==> src/rtl/fma_cfg.svh <==
// Binary16 only. The derived widths hold for this format alone and must be revised with it
`ifndef FMA_CFG_SVH
`define FMA_CFG_SVH

// ----------------------------------------------------------------------
// Encoded format
// ----------------------------------------------------------------------
`define FMA_EXP_BITS 5
`define FMA_MAN_BITS 10
`define FMA_WIDTH (1 + `FMA_EXP_BITS + `FMA_MAN_BITS)
`define FMA_BIAS 15

// ----------------------------------------------------------------------
// Datapath widths
// ----------------------------------------------------------------------
// Precision p counts the implicit bit
`define FMA_PREC (`FMA_MAN_BITS + 1)
// Adder holds addend, product and the two guard slots in 3p+4 bits
`define FMA_SUM_WIDTH (3 * `FMA_PREC + 4)
// Leading zeros are searched in the lower 2p+3 sum bits
`define FMA_LOWER_SUM_WIDTH (2 * `FMA_PREC + 3)
// Signed internal exponent, two bits of headroom over the field
`define FMA_EXP_WIDTH (`FMA_EXP_BITS + 2)
// Enough for shifts up to 3p+4
`define FMA_SHAMT_WIDTH 6

// Operation tag carried along the pipe
`define FMA_TAG_BITS 4

`endif

==> src/rtl/fma_pkg.sv <==
// Types for the binary16 FMA. Only RNE and RTZ exist and the status has no UF or DZ
`include "fma_cfg.svh"

package fma_pkg;

  typedef struct packed {
    logic                     sign;
    logic [`FMA_EXP_BITS-1:0] exponent;
    logic [`FMA_MAN_BITS-1:0] mantissa;
  } fp_t;

  typedef enum logic [0:0] {
    RNE = 1'b0,
    RTZ = 1'b1
  } roundmode_e;

  // op_mod flips the addend sign on top of these
  typedef enum logic [1:0] {
    FMADD  = 2'd0,
    FNMSUB = 2'd1,
    ADD    = 2'd2,
    MUL    = 2'd3
  } operation_e;

  typedef struct packed {
    logic nv;
    logic of;
    logic nx;
  } status_t;

  typedef logic [`FMA_TAG_BITS-1:0] tag_t;

  // State handed from the adder to normalization
  typedef struct packed {
    logic                        eff_sub;
    // Biased exponents, two's complement
    logic [`FMA_EXP_WIDTH-1:0]   exp_product;
    logic [`FMA_EXP_WIDTH-1:0]   exp_diff;
    logic [`FMA_EXP_WIDTH-1:0]   tent_exp;
    logic [`FMA_SHAMT_WIDTH-1:0] addend_shamt;
    // Addend bits lost in alignment
    logic                        sticky;
    // Magnitude of a*b+c, already sign fixed
    logic [`FMA_SUM_WIDTH-1:0]   sum;
    logic                        final_sign;
    roundmode_e                  rnd_mode;
    // Bypass for NaN and infinity
    logic                        is_special;
    fp_t                         special_result;
    status_t                     special_status;
    tag_t                        tag;
  } sum_payload_t;

  typedef struct packed {
    fp_t     result;
    status_t status;
    tag_t    tag;
  } result_payload_t;

endpackage

==> src/rtl/fma_prepare.sv <==
// Purely combinational front half. op_i must be a known encoding, and MUL ignores op_mod_i
`timescale 1ns/1ns
`include "fma_cfg.svh"

module fma_prepare (
  input  fma_pkg::fp_t          operand_a_i,
  input  fma_pkg::fp_t          operand_b_i,
  input  fma_pkg::fp_t          operand_c_i,
  input  fma_pkg::roundmode_e   rnd_mode_i,
  input  fma_pkg::operation_e   op_i,
  input  logic                  op_mod_i,
  input  fma_pkg::tag_t         tag_i,
  output fma_pkg::sum_payload_t payload_o
);

  localparam int Prec = `FMA_PREC;
  localparam int Bias = `FMA_BIAS;
  localparam int SumW = `FMA_SUM_WIDTH;
  localparam int EW   = `FMA_EXP_WIDTH;
  localparam int ShW  = `FMA_SHAMT_WIDTH;

  // ----------------------------------------------------------------------
  // Operation select
  // ----------------------------------------------------------------------
  fma_pkg::fp_t op_a, op_b, op_c;

  always_comb begin : op_select
    op_a = operand_a_i;
    op_b = operand_b_i;
    op_c = operand_c_i;
    // Subtracting flavours
    op_c.sign = operand_c_i.sign ^ op_mod_i;
    case (op_i)
      // Negated product
      fma_pkg::FNMSUB: op_a.sign = ~operand_a_i.sign;
      // Multiplicand forced to +1.0
      fma_pkg::ADD:    op_a = '{sign: 1'b0, exponent: Bias[`FMA_EXP_BITS-1:0], mantissa: '0};
      // Addend forced to -0 so a zero product keeps its own sign
      fma_pkg::MUL:    op_c = '{sign: 1'b1, exponent: '0, mantissa: '0};
      default: ;
    endcase
    assert (!$isunknown(op_i)) else $error("operation code is unknown");
  end

  // ----------------------------------------------------------------------
  // Classification
  // ----------------------------------------------------------------------
  fma_pkg::fp_t [2:0] ops;
  logic [2:0] is_zero, is_sub, is_norm, is_inf, is_nan, is_snan;

  assign ops = {op_c, op_b, op_a};

  for (genvar i = 0; i < 3; i++) begin : gen_class
    logic exp_zero, exp_max, man_zero;
    assign exp_zero   = (ops[i].exponent == '0);
    assign exp_max    = &ops[i].exponent;
    assign man_zero   = (ops[i].mantissa == '0);
    assign is_zero[i] = exp_zero & man_zero;
    assign is_sub[i]  = exp_zero & ~man_zero;
    assign is_norm[i] = ~exp_zero & ~exp_max;
    assign is_inf[i]  = exp_max & man_zero;
    assign is_nan[i]  = exp_max & ~man_zero;
    // Cleared quiet bit marks a signalling NaN
    assign is_snan[i] = is_nan[i] & ~ops[i].mantissa[`FMA_MAN_BITS-1];
  end

  logic eff_sub, tentative_sign;

  // Product and addend of opposite sign
  assign eff_sub        = op_a.sign ^ op_b.sign ^ op_c.sign;
  assign tentative_sign = op_a.sign ^ op_b.sign;

  // ----------------------------------------------------------------------
  // Special cases
  // ----------------------------------------------------------------------
  fma_pkg::fp_t    special_result;
  fma_pkg::status_t special_status;
  logic            is_special;

  always_comb begin : special_cases
    // Canonical quiet NaN unless overridden
    special_result = '{sign: 1'b0, exponent: '1, mantissa: {1'b1, {(`FMA_MAN_BITS-1){1'b0}}}};
    special_status = '0;
    is_special     = 1'b1;
    if ((is_inf[0] && is_zero[1]) || (is_zero[0] && is_inf[1])) begin
      // inf*0 is invalid even next to a quiet NaN
      special_status.nv = 1'b1;
    end else if (|is_nan) begin
      special_status.nv = |is_snan;
    end else if ((is_inf[0] || is_inf[1]) && is_inf[2] && eff_sub) begin
      special_status.nv = 1'b1;
    end else if (is_inf[0] || is_inf[1]) begin
      special_result = '{sign: tentative_sign, exponent: '1, mantissa: '0};
    end else if (is_inf[2]) begin
      special_result = '{sign: op_c.sign, exponent: '1, mantissa: '0};
    end else begin
      is_special = 1'b0;
    end
  end

  // ----------------------------------------------------------------------
  // Exponent path
  // ----------------------------------------------------------------------
  logic signed [EW-1:0] exp_a, exp_b, exp_c;
  logic signed [EW-1:0] exp_addend, exp_product, exp_diff, tent_exp;
  logic [ShW-1:0]       addend_shamt;

  assign exp_a = EW'(op_a.exponent);
  assign exp_b = EW'(op_b.exponent);
  assign exp_c = EW'(op_c.exponent);

  // Subnormals and zero share biased exponent 1
  assign exp_addend  = exp_c + EW'(!is_norm[2]);
  // Zero product sits at the minimum exponent
  assign exp_product = (is_zero[0] || is_zero[1]) ? EW'(2 - Bias)
                     : EW'(exp_a + is_sub[0] + exp_b + is_sub[1] - Bias);
  assign exp_diff    = exp_addend - exp_product;
  assign tent_exp    = (exp_diff > 0) ? exp_addend : exp_product;

  always_comb begin : shift_amount
    if (exp_diff <= -(2 * Prec + 1)) begin
      // Addend lands only in the sticky bit
      addend_shamt = ShW'(SumW);
    end else if (exp_diff <= Prec + 2) begin
      addend_shamt = ShW'(Prec + 3 - exp_diff);
    end else begin
      // Product lands only below the addend
      addend_shamt = '0;
    end
  end

  // ----------------------------------------------------------------------
  // Product and aligned addend
  // ----------------------------------------------------------------------
  logic [Prec-1:0]   man_a, man_b, man_c;
  logic [2*Prec-1:0] product;
  logic [SumW-1:0]   product_shifted, addend_after_shift, addend_shifted;
  logic [Prec-1:0]   addend_sticky_bits;
  logic              sticky_before_add;

  assign man_a   = {is_norm[0], op_a.mantissa};
  assign man_b   = {is_norm[1], op_b.mantissa};
  assign man_c   = {is_norm[2], op_c.mantissa};
  assign product = man_a * man_b;

  // Two low zero bits leave room for round and sticky
  assign product_shifted = SumW'({product, 2'b00});

  // Addend starts left of the product and moves right, overflow collapses to sticky
  assign {addend_after_shift, addend_sticky_bits} = {man_c, {SumW{1'b0}}} >> addend_shamt;
  assign sticky_before_add = |addend_sticky_bits;
  assign addend_shifted    = eff_sub ? ~addend_after_shift : addend_after_shift;

  // ----------------------------------------------------------------------
  // Adder and sign fix
  // ----------------------------------------------------------------------
  logic [SumW:0] sum_raw, sum_mag;
  logic          sum_carry, inject_carry, final_sign;

  // Two's complement only when no sticky bit borrows
  assign inject_carry = eff_sub & ~sticky_before_add;
  assign sum_raw      = {1'b0, product_shifted} + {1'b0, addend_shifted} + (SumW + 1)'(inject_carry);
  assign sum_carry    = sum_raw[SumW];
  // Missing carry on a subtraction means the addend won
  assign sum_mag      = (eff_sub && !sum_carry) ? -sum_raw : sum_raw;
  assign final_sign   = eff_sub ? (sum_carry == tentative_sign) : tentative_sign;

  always_comb begin : pack
    payload_o.eff_sub        = eff_sub;
    payload_o.exp_product    = exp_product;
    payload_o.exp_diff       = exp_diff;
    payload_o.tent_exp       = tent_exp;
    payload_o.addend_shamt   = addend_shamt;
    payload_o.sticky         = sticky_before_add;
    payload_o.sum            = sum_mag[SumW-1:0];
    payload_o.final_sign     = final_sign;
    payload_o.rnd_mode       = rnd_mode_i;
    payload_o.is_special     = is_special;
    payload_o.special_result = special_result;
    payload_o.special_status = special_status;
    payload_o.tag            = tag_i;
  end

endmodule

==> src/rtl/stage_buffer.sv <==
// Single-entry register slice. Ready is combinational from downstream, and the payload has no reset
`timescale 1ns/1ns

module stage_buffer #(
  parameter type payload_t = logic
) (
  input  logic     clk_i,
  input  logic     rst_i,
  input  logic     valid_i,
  input  payload_t payload_i,
  output logic     ready_o,
  output logic     valid_o,
  output payload_t payload_o,
  input  logic     ready_i
);

  // Accept when empty or when the held item leaves this cycle
  assign ready_o = ready_i | ~valid_o;

  always_ff @(posedge clk_i) begin
    if (rst_i) begin
      valid_o <= 1'b0;
    end else if (ready_o) begin
      valid_o <= valid_i;
    end
  end

  // Bubbles do not disturb the held data
  always_ff @(posedge clk_i) begin
    if (ready_o && valid_i) begin
      payload_o <= payload_i;
    end
  end

  // ----------------------------------------------------------------------
  // Handshake check
  // ----------------------------------------------------------------------
  // Upstream holds a refused offer until it is taken
  assert property (@(posedge clk_i) disable iff (rst_i)
    (valid_i && !ready_o) |=> (valid_i && $stable(payload_i)))
    else $error("input changed while stalled");

endmodule

==> src/rtl/fma_normalize_round.sv <==
// Combinational back half. Rounds RNE or RTZ only, and reports no underflow flag
`timescale 1ns/1ns
`include "fma_cfg.svh"

module fma_normalize_round (
  input  fma_pkg::sum_payload_t    payload_i,
  output fma_pkg::result_payload_t result_o
);

  localparam int ExpBits = `FMA_EXP_BITS;
  localparam int ManBits = `FMA_MAN_BITS;
  localparam int Prec    = `FMA_PREC;
  localparam int SumW    = `FMA_SUM_WIDTH;
  localparam int LowW    = `FMA_LOWER_SUM_WIDTH;
  localparam int EW      = `FMA_EXP_WIDTH;
  localparam int ShW     = `FMA_SHAMT_WIDTH;
  localparam int AbsW    = ExpBits + ManBits;

  // Leading zeros from the MSB, LowW when the input is all zero
  function automatic logic [ShW-1:0] count_lz(input logic [LowW-1:0] v);
    logic [ShW-1:0] cnt;
    logic           seen;
    cnt  = '0;
    seen = 1'b0;
    for (int i = LowW - 1; i >= 0; i--) begin
      if (v[i]) begin
        seen = 1'b1;
      end else if (!seen) begin
        cnt = cnt + 1'b1;
      end
    end
    return cnt;
  endfunction

  // ----------------------------------------------------------------------
  // Normalization
  // ----------------------------------------------------------------------
  logic signed [EW-1:0] exp_prod, exp_diff, tent_exp, lz_sgn;
  logic signed [EW-1:0] norm_exp, final_exp;
  logic [ShW-1:0]       lz, norm_shamt;
  logic                 lz_zero, sticky_after_norm;
  logic [SumW:0]        sum_shifted;
  logic [Prec:0]        final_man;
  logic [LowW-1:0]      sticky_bits;

  assign exp_prod = payload_i.exp_product;
  assign exp_diff = payload_i.exp_diff;
  assign tent_exp = payload_i.tent_exp;
  assign lz       = count_lz(payload_i.sum[LowW-1:0]);
  assign lz_zero  = (payload_i.sum[LowW-1:0] == '0);
  assign lz_sgn   = EW'(lz);

  always_comb begin : norm_shift
    if ((exp_diff <= 0) || (payload_i.eff_sub && (exp_diff <= 2))) begin
      // Product anchored or cancelled, the count decides
      if ((exp_prod - lz_sgn + 1 >= 0) && !lz_zero) begin
        norm_shamt = ShW'(Prec + 2 + lz);
        norm_exp   = EW'(exp_prod - lz_sgn + 1);
      end else begin
        // Subnormal, stop at the minimum exponent
        norm_shamt = ShW'(Prec + 2 + exp_prod);
        norm_exp   = '0;
      end
    end else begin
      // Addend anchored, undo the alignment
      norm_shamt = payload_i.addend_shamt;
      norm_exp   = tent_exp;
    end
  end

  assign sum_shifted = {1'b0, payload_i.sum} << norm_shamt;

  // Leading one may still sit one place off
  always_comb begin : small_norm
    {final_man, sticky_bits} = sum_shifted[SumW-1:0];
    final_exp                = norm_exp;
    if (sum_shifted[SumW]) begin
      // Carry out
      {final_man, sticky_bits} = sum_shifted[SumW:1];
      final_exp                = norm_exp + EW'(1);
    end else if (sum_shifted[SumW-1]) begin
      final_exp = norm_exp;
    end else if (norm_exp > 1) begin
      {final_man, sticky_bits} = {sum_shifted[SumW-2:0], 1'b0};
      final_exp                = norm_exp - EW'(1);
    end else begin
      final_exp = '0;
    end
  end

  assign sticky_after_norm = (|sticky_bits) | payload_i.sticky;

  // ----------------------------------------------------------------------
  // Rounding
  // ----------------------------------------------------------------------
  logic               of_before, of_after, round_up, exact_zero, rounded_sign;
  logic [ExpBits-1:0] pre_exp;
  logic [ManBits-1:0] pre_man;
  logic [AbsW-1:0]    pre_abs, rounded_abs;
  logic [1:0]         round_sticky;

  // Exponent all ones is already out of range
  assign of_before = (final_exp >= (2 ** ExpBits) - 1);
  // Largest normal so rounding picks inf or max finite
  assign pre_exp      = of_before ? ExpBits'(2 ** ExpBits - 2) : final_exp[ExpBits-1:0];
  assign pre_man      = of_before ? '1 : final_man[ManBits:1];
  assign pre_abs      = {pre_exp, pre_man};
  assign round_sticky = of_before ? 2'b11 : {final_man[0], sticky_after_norm};

  // Ties go to even
  assign round_up = (payload_i.rnd_mode == fma_pkg::RNE) && round_sticky[1]
                  && (round_sticky[0] || pre_abs[0]);
  // Mantissa carry walks into the exponent
  assign rounded_abs = pre_abs + AbsW'(round_up);
  assign of_after    = &rounded_abs[AbsW-1:ManBits];

  // x - x gives +0
  assign exact_zero   = (pre_abs == '0) && (round_sticky == 2'b00);
  assign rounded_sign = (exact_zero && payload_i.eff_sub) ? 1'b0 : payload_i.final_sign;

  // ----------------------------------------------------------------------
  // Result selection
  // ----------------------------------------------------------------------
  fma_pkg::fp_t     regular_result;
  fma_pkg::status_t regular_status;

  assign regular_result    = {rounded_sign, rounded_abs};
  assign regular_status.nv = 1'b0;
  assign regular_status.of = of_before | of_after;
  assign regular_status.nx = (|round_sticky) | of_before | of_after;

  assign result_o.result = payload_i.is_special ? payload_i.special_result : regular_result;
  assign result_o.status = payload_i.is_special ? payload_i.special_status : regular_status;
  assign result_o.tag    = payload_i.tag;

  // Bypass from the front end never signals overflow next to invalid
  always_comb begin : special_check
    assert ($isunknown(payload_i.special_status)
            || !(payload_i.special_status.nv && payload_i.special_status.of))
      else $error("special status has invalid and overflow together");
  end

endmodule

==> src/rtl/fma_unit.sv <==
// Binary16 fused multiply-add with fixed 2-cycle latency, RNE/RTZ only and no flush
`timescale 1ns/1ns
`include "fma_cfg.svh"

module fma_unit (
  input  logic                     clk_i,
  input  logic                     rst_i,
  // Operands and operation
  input  logic [`FMA_WIDTH-1:0]    operand_a_i,
  input  logic [`FMA_WIDTH-1:0]    operand_b_i,
  input  logic [`FMA_WIDTH-1:0]    operand_c_i,
  input  fma_pkg::roundmode_e      rnd_mode_i,
  input  fma_pkg::operation_e      op_i,
  input  logic                     op_mod_i,
  input  fma_pkg::tag_t            tag_i,
  input  logic                     in_valid_i,
  output logic                     in_ready_o,
  // Result side
  output logic [`FMA_WIDTH-1:0]    result_o,
  output fma_pkg::status_t         status_o,
  output fma_pkg::tag_t            tag_o,
  output logic                     out_valid_o,
  input  logic                     out_ready_i
);

  fma_pkg::sum_payload_t    prep_payload, mid_payload;
  fma_pkg::result_payload_t norm_result, out_payload;
  logic                     mid_valid, out_stage_ready;

  // Front half, same cycle as acceptance
  fma_prepare u_prepare (
    .operand_a_i (operand_a_i),
    .operand_b_i (operand_b_i),
    .operand_c_i (operand_c_i),
    .rnd_mode_i  (rnd_mode_i),
    .op_i        (op_i),
    .op_mod_i    (op_mod_i),
    .tag_i       (tag_i),
    .payload_o   (prep_payload)
  );

  stage_buffer #(
    .payload_t (fma_pkg::sum_payload_t)
  ) u_mid (
    .clk_i     (clk_i),
    .rst_i     (rst_i),
    .valid_i   (in_valid_i),
    .payload_i (prep_payload),
    .ready_o   (in_ready_o),
    .valid_o   (mid_valid),
    .payload_o (mid_payload),
    .ready_i   (out_stage_ready)
  );

  fma_normalize_round u_norm (
    .payload_i (mid_payload),
    .result_o  (norm_result)
  );

  // Output register drives the ports directly
  stage_buffer #(
    .payload_t (fma_pkg::result_payload_t)
  ) u_out (
    .clk_i     (clk_i),
    .rst_i     (rst_i),
    .valid_i   (mid_valid),
    .payload_i (norm_result),
    .ready_o   (out_stage_ready),
    .valid_o   (out_valid_o),
    .payload_o (out_payload),
    .ready_i   (out_ready_i)
  );

  assign result_o = out_payload.result;
  assign status_o = out_payload.status;
  assign tag_o    = out_payload.tag;

endmodule

==> config.mk <==
export PLATFORM = sky130hd
export DESIGN_NAME = fma_unit
export DESIGN_NICKNAME = d
export VERILOG_FILES = /design/src/rtl/fma_pkg.sv /design/src/rtl/fma_prepare.sv /design/src/rtl/stage_buffer.sv /design/src/rtl/fma_normalize_round.sv /design/src/rtl/fma_unit.sv
export VERILOG_INCLUDE_DIRS = /design/src /design/src/rtl
export SDC_FILE = /design/constraint.sdc
export NUM_CORES = 1
export LEC_CHECK = 0
export BUFFER_PORTS_ARGS = -buffer_cell sky130_fd_sc_hd__buf_2
export CAP_MARGIN = 20
export CORE_MARGIN = 5
export CORE_UTILIZATION = 65
export CTS_CLUSTER_DIAMETER = 60
export CTS_CLUSTER_SIZE = 24
export DETAILED_ROUTE_END_ITERATION = 12
export GPL_TIMING_DRIVEN = 0
export PLACE_DENSITY = 0.94
export SYNTH_ARGS = -nofsm -noshare
export SYNTH_HDL_FRONTEND = slang
export SYNTH_SLANG_ARGS = --single-unit
==> constraint.sdc <==
create_clock -name clk_i -period 58.2 [get_ports clk_i]
set_input_delay 8.73 -clock clk_i [delete_from_list [all_inputs] [get_ports clk_i]]
set_output_delay 8.73 -clock clk_i [all_outputs]
set_load 0.01 [all_outputs]
==> out/results.txt, run 1 <==
Slew headroom: 0.262
CP endpoint kind: register
Largest stage delay, worst path: 0.57 ns
CTS root buf: clkbuf_16
gr usage total: 0.313
via count: 18125
Synth area leaders: edfxtp_1, ha_1, fa_1, xnor2_1, mux2i_1
Final min period: 25.58 ns
CORE AREA: 29500 um2
Rows: 63
post-synthesis register bit count: 101
Remaining DRCs: 0
Warnings, synthesis: 0
Congestion Overflow GR: 0
Worst-path clk slew: 0.08 ns
share of layout cells above drive strength 1: 0.0993
ANT nets after route: 0
CTS tree: done
Setup TNS Final: 0 ns
distinct cell type count after synthesis: 115
1st-iter DRT viols: 1623
Max-cap violations: 0
Syn Nets: 2656
postcts setup bufs: 0
Resized Gates After CTS: 0
I/O pin cnt: 85
DR vias/cell: 6.34
Synth area leader: edfxtp_1
Pins Over Slew Limit: 0
first-pass GRT wire length: 87.1 mm
Placer Congestion: 0.972
Clock Sink Count: 101
Starting Density: 0.655
Crit Path Category: reg -> reg
Layout Cells excl Fill: 2857
die width: 182 um
largest net degree at the start of global routing: 77
Post-synth EDFFs: 99
CTS hold repair buffers: 0
WP data arrival: 25.76 ns
Slowest cell on crit path: clkbuf_1
final hold vios: 0
Max clock buf depth: 2
Final Net Count: 2754
actual slew at the worst max-slew pin: 1.10 ns
number of global-route vias before repair: 17958
asr flop ratio synth: 0
Detail Placement HPWL: 43.6 mm
Fillers: 2404
Synth Cell Area: 19300 um2
largest fanout on the critical path: 10
Num CTS Buffers: 9
Synth Area per Inst: 8.17 um2
crit share post-route: 0.440
most numerous cell in the Yosys netlist: nand2_1
unrepaired setup endpoints after global routing: no
Primary FF master, synth: edfxtp_1
Syn-to-layout area delta: 6.50%
Seq/Total Area, Yosys: 0.156
Ant. Diodes: 0
DP Cell Count: 2839
Worst Hold Class: reg -> reg
PortBufs: 84
final setup vio count: 0
status: finished clean
Top cell by count, worst path: ha_1
average wire per standard cell: 18.7 um
WL final: 53.3 mm
initial antenna violation count: 0
crit start category: register
clock latency on the worst-skew pair: 0.37 ns
Fmax: 39.1 MHz
Synth top area share: 0.154
die height: 182 um
Clock Skew: 0.0181 ns
worst path required time: 58.38 ns
H-tree depth: 3
die area: 33200 um2
Post-synth top cells: nand2_1, nor2_1, inv_1
Gate Count Post-Synth: 2364
drt first pass iters: 7
## path summary, 6_finish.rpt
kind	end	slack (ns)	startpoint	depth (start not counted)
hold reg to reg	u_out.payload_o[3]$_DFFE_PP_	0.43	u_mid.payload_o[3]$_DFFE_PP_	0
setup / recovery	u_out.payload_o[5]$_SDFFCE_PP0P_	32.62	u_mid.payload_o[50]$_DFFE_PP_	113
setup reg to reg	u_out.payload_o[5]$_SDFFCE_PP0P_	32.62	u_mid.payload_o[50]$_DFFE_PP_	113
hold / removal	u_out.payload_o[3]$_DFFE_PP_	0.43	u_mid.payload_o[3]$_DFFE_PP_	0
## logic make-up (layout without fill, tap and decap cells)
group	after synthesis	after routing	synth area share
buffers and inverters	287	390	0.0594
AND/OR/NAND/NOR	844	844	0.218
AO/OA/AOI/OAI	508	508	0.173
adder cells (fa/ha/maj)	232	232	0.183
multiplexers	175	175	0.0993
XOR/XNOR	217	217	0.112
flip-flops	101	101	0.156
## area by class of cell
type | count | area, um2 | share of cell area
Multi-Input combinational cell | 1976 | 15100 | 0.737
Sequential cell | 101 | 3010 | 0.147
Inverter | 184 | 691 | 0.0336
Tap cell | 390 | 488 | 0.0237
Buffer | 103 | 457 | 0.0222
Timing Repair Buffer | 87 | 445 | 0.0217
Clock buffer | 9 | 225 | 0.0110
Clock inverter | 7 | 91.3 | 0.00444
## cell usage in the layout, fill, tap and decap left out, drive strengths merged, types with 13 or more instances in the layout
cell | netlist | final
a211oi | 17 | 17
a21o | 23 | 23
a21oi | 138 | 138
a31oi | 28 | 28
and2 | 62 | 62
and3 | 28 | 28
buf | 27 | 113
clkbuf | 76 | 86
edfxtp | 99 | 99
fa | 83 | 83
ha | 149 | 149
inv | 183 | 186
mux2 | 40 | 40
mux2i | 131 | 131
nand2 | 231 | 231
nand2b | 36 | 36
nand3 | 59 | 59
nand4 | 17 | 17
nor2 | 217 | 217
nor2b | 48 | 48
nor3 | 43 | 43
nor4 | 30 | 30
o211ai | 13 | 13
o21a | 24 | 24
o21ai | 112 | 112
o21bai | 29 | 29
o22ai | 15 | 15
o31ai | 15 | 15
or2 | 16 | 16
or3 | 16 | 16
xnor2 | 165 | 165
xor2 | 44 | 44
## registers in the layout, summed over array words and instances, names as in the netlist
signal           cells
u_out.payload_o     23
u_mid.valid_o        1
u_out.valid_o        1
u_mid.payload_o     76
## stage by stage
| stage | hold WS (ns) | instance area [um2] | utilization | setup slack [ns] |
|---|---|---|---|---|
| final | 0.425 | 20600 | 0.697 | 32.62 |
| after global routing | 0.431 | 20600 | 0.697 | 30.86 |
| after CTS | 0.427 | 20500 | 0.697 | 33.01 |
| after detailed placement | 0.405 | 20200 | 0.686 | 33.24 |
| after global placement | 0.402 | 20200 | 0.686 | 34.01 |
| after floorplan | 0.400 | 19300 | - | 36.62 |
## layer usage
metal	vias to the layer above	share of wire	GRT usage
met4	0	0.037	0.113
met1	8596	0.41	0.403
met3	153	0.060	0.0253
met5	-	0	0
li1	8560	-	-
met2	816	0.49	0.551
## worst max-delay path, delay by kind of cell, from the launching register on
family | cells | cell delay, ns
adders and majority gates | 24 | 7.13
AOI/OAI and AO/OA | 28 | 5.95
and+or+nand+nor | 31 | 4.46
buffers and inverters | 12 | 3.02
muxes | 13 | 2.73
xor gates and xnor gates | 5 | 1.74
DFF | 1 | 0.36
Power of run 1 is left out: the tool's default activity adds up to more than one toggle a clock period on the data nets, which glitch-free logic cannot reach.
==> run 2: changes to the inputs <==
Settings changed: ABC_AREA set to 1.
Clock period 58.2 ns to 24 ns, I/O delays scaled along.
==> run 2 against run 1 <==
  * Final cell count increased by 17%
  * Die area decreased by 4.0%
  * Non-clock buffer count decreased by 35
  * Via count increased by 4.1%
  * Global-route usage increased by 0.70 points
  * Register-to-register slack got worse by 28 ns
  * Count of clock-buffer cells in the layout unchanged
  * Critical endpoint is now u_out.payload_o[4]$_SDFFCE_PP0P_
  * Worst setup slack got worse by 28 ns
  * Critical path type unchanged
  * Critical path depth increased by 16
  * Cell area decreased by 4.0%
  * Flip-flop and latch count unchanged
  * Highest routed layer unchanged
  * Fmax increased by 30%
==> out/results.txt, run 2 <==
status: finished clean
average wire per standard cell: 15.3 um (-18%)
Seq/Total Area, Yosys: 0.163 (+0.00681)
Fillers: 2365 (-1.6%)
WL final: 50.8 mm (-4.7%)
post-synthesis register bit count: 101 (unchanged)
Setup TNS Final: 0 ns (unchanged)
PortBufs: 84 (unchanged)
most numerous cell in the Yosys netlist: nand2_1
Clock Skew: 0.0147 ns (-0.00345 ns)
largest net degree at the start of global routing: 77 (unchanged)
Post-synth top cells: nand2_1, inv_1, nor2_1
Worst Hold Class: reg -> reg
CTS root buf: clkbuf_16
Slew headroom: 0.354 (+0.0927)
gr usage total: 0.320 (+0.00697)
Congestion Overflow GR: 0 (unchanged)
first-pass GRT wire length: 84.0 mm (-3.5%)
Syn-to-layout area delta: 6.66%
Primary FF master, synth: edfxtp_1
number of global-route vias before repair: 18353 (+2.2%)
leading cell type in the layout, fill and taps excluded: nand2_1
final setup vio count: 0 (unchanged)
distinct cell type count after synthesis: 63 (-45%)
Synth area leaders: edfxtp_1, nand2_1, ha_1, inv_1, fa_1
CP endpoint kind: register
Top cell by count, worst path: nand2_1
Clock Sink Count: 101 (unchanged)
Gate Count Post-Synth: 2850 (+21%)
Synth Cell Area: 18500 um2 (-4.2%)
Worst-path clk slew: 0.09 ns (about the same)
actual slew at the worst max-slew pin: 0.968 ns (-0.130 ns)
WP data arrival: 19.95 ns (-5.81 ns)
CORE AREA: 27900 um2 (-5.2%)
Final Net Count: 3238 (+18%)
unrepaired setup endpoints after global routing: no
Syn Nets: 3142 (+18%)
Synth Area per Inst: 6.49 um2 (-21%)
placed cell areas: 19400 um2 (-4.1%)
die width: 179 um (-2.0%)
Post-Layout Inst Area: 19700 um2 (-4.0%)
Remaining DRCs: 0 (unchanged)
Placer Congestion: 0.990 (+1.9%)
drt first pass iters: 6 (-1)
Synth area leader: edfxtp_1
worst path required time: 24.21 ns (-34.17 ns)
Crit Path Category: reg -> reg
H-tree depth: 3 (unchanged)
largest fanout on the critical path: 10 (unchanged)
DR vias/cell: 5.67 (-11%)
Pins Over Slew Limit: 0 (unchanged)
die height: 179 um (-2.0%)
ANT nets after route: 0 (unchanged)
Final min period: 19.73 ns (-5.85 ns)
clock latency on the worst-skew pair: 0.37 ns (about the same)
die area: 31900 um2 (-4.0%)
Detail Placement HPWL: 42.5 mm (-2.6%)
Largest stage delay, worst path: 0.49 ns (-0.08 ns)
Slowest cell on crit path: edfxtp_1
Resized Gates After CTS: 0 (unchanged)
postcts setup bufs: 0 (unchanged)
CTS tree: done
Max-cap violations: 0 (unchanged)
crit share post-route: 0.822 (+0.383)
largest registers: u_mid.payload_o (76), u_out.payload_o (23)
crit start category: register
1st-iter DRT viols: 1627 (+0.25%)
via count: 18870 (+4.1%)
share of layout cells above drive strength 1: 0.0935 (-0.00578)
Starting Density: 0.662 (+0.00736)
Post-synth EDFFs: 99 (unchanged)
Synth top area share: 0.161 (+0.00672)
Num CTS Buffers: 9 (unchanged)
asr flop ratio synth: 0 (unchanged)
max FFs per register: 76 (unchanged)
Max clock buf depth: 2 (unchanged)
initial antenna violation count: 0 (unchanged)
I/O pin cnt: 85 (unchanged)
Fmax: 50.7 MHz (+30%)
CTS hold repair buffers: 0 (unchanged)
Warnings, synthesis: 0 (unchanged)
Rows: 61 (-3.2%)
final hold vios: 0 (unchanged)
Largest Register: u_mid.payload_o
Ant. Diodes: 0 (unchanged)
most frequent cells in the layout: nand2_1, inv_1, nor2_1
-- run 2: critical path, delay by kind of cell (launching register included) --
kind / cells / cell delay, ns
AO/OA/AOI/OAI: 19 / 3.24
XOR/XNOR: 1 / 0.15
adder cells (fa/ha/maj): 26 / 7.18
buffers and inverters: 20 / 1.77
flip-flops: 1 / 0.49
multiplexers: 1 / 0.24
AND/OR/NAND/NOR: 62 / 6.46
-- run 2: cells by family (layout without fill, tap and decap cells) --
family,after synthesis,after routing,synth area share
AOI/OAI and AO/OA,376,376,0.116
muxes,7,7,0.00379
DFF,101,101,0.163
xor gates and xnor gates,160,160,0.0762
buffers and inverters,607,708,0.128
adders and majority gates,232,232,0.191
and+or+nand+nor,1367,1367,0.323
-- run 2: metal layers --
layer  up-vias  wire, um  track usage  part of all wire
met5         -         0            0                 0
met4         0      2350        0.138             0.046
met3       183      3210       0.0287             0.063
met2       804     24600        0.569              0.48
met1      8622     20600        0.396              0.41
li1       9261         -            -                 -
-- run 2: worst paths after layout --
path	start	to	slack (ns)	depth (start not counted)
worst max-delay path	u_mid.payload_o[49]$_DFFE_PP_	u_out.payload_o[4]$_SDFFCE_PP0P_	4.27	129
worst min-delay path	u_mid.payload_o[3]$_DFFE_PP_	u_out.payload_o[3]$_DFFE_PP_	0.43	0
worst max register to register	u_mid.payload_o[49]$_DFFE_PP_	u_out.payload_o[4]$_SDFFCE_PP0P_	4.27	129
worst min register to register	u_mid.payload_o[3]$_DFFE_PP_	u_out.payload_o[3]$_DFFE_PP_	0.43	0
-- run 2: cell type report --
class | count | area, um2 | share of cell area
Buffer | 70 | 347 | 0.0176
Clock buffer | 9 | 225 | 0.0114
Clock inverter | 7 | 91.3 | 0.00463
Inverter | 537 | 2020 | 0.103
Multi-Input combinational cell | 2142 | 13100 | 0.665
Sequential cell | 101 | 3010 | 0.153
Tap cell | 378 | 473 | 0.0240
Timing Repair Buffer | 85 | 435 | 0.0221
-- run 2: stage by stage --
step / hold WS [ns] / setup WS (ns) / cells / util
finish: 0.435 / 4.27 / 3329 / 0.706
global route: 0.451 / 2.59 / 3329 / 0.706
detailed placement: 0.405 / 4.62 / 3313 / 0.695
global placement: 0.402 / 5.62 / 3312 / 0.694
floorplan: 0.400 / 7.24 / 2850 / -
CTS: 0.432 / 4.50 / 3329 / 0.706
Power of run 2 is left out for the same reason.
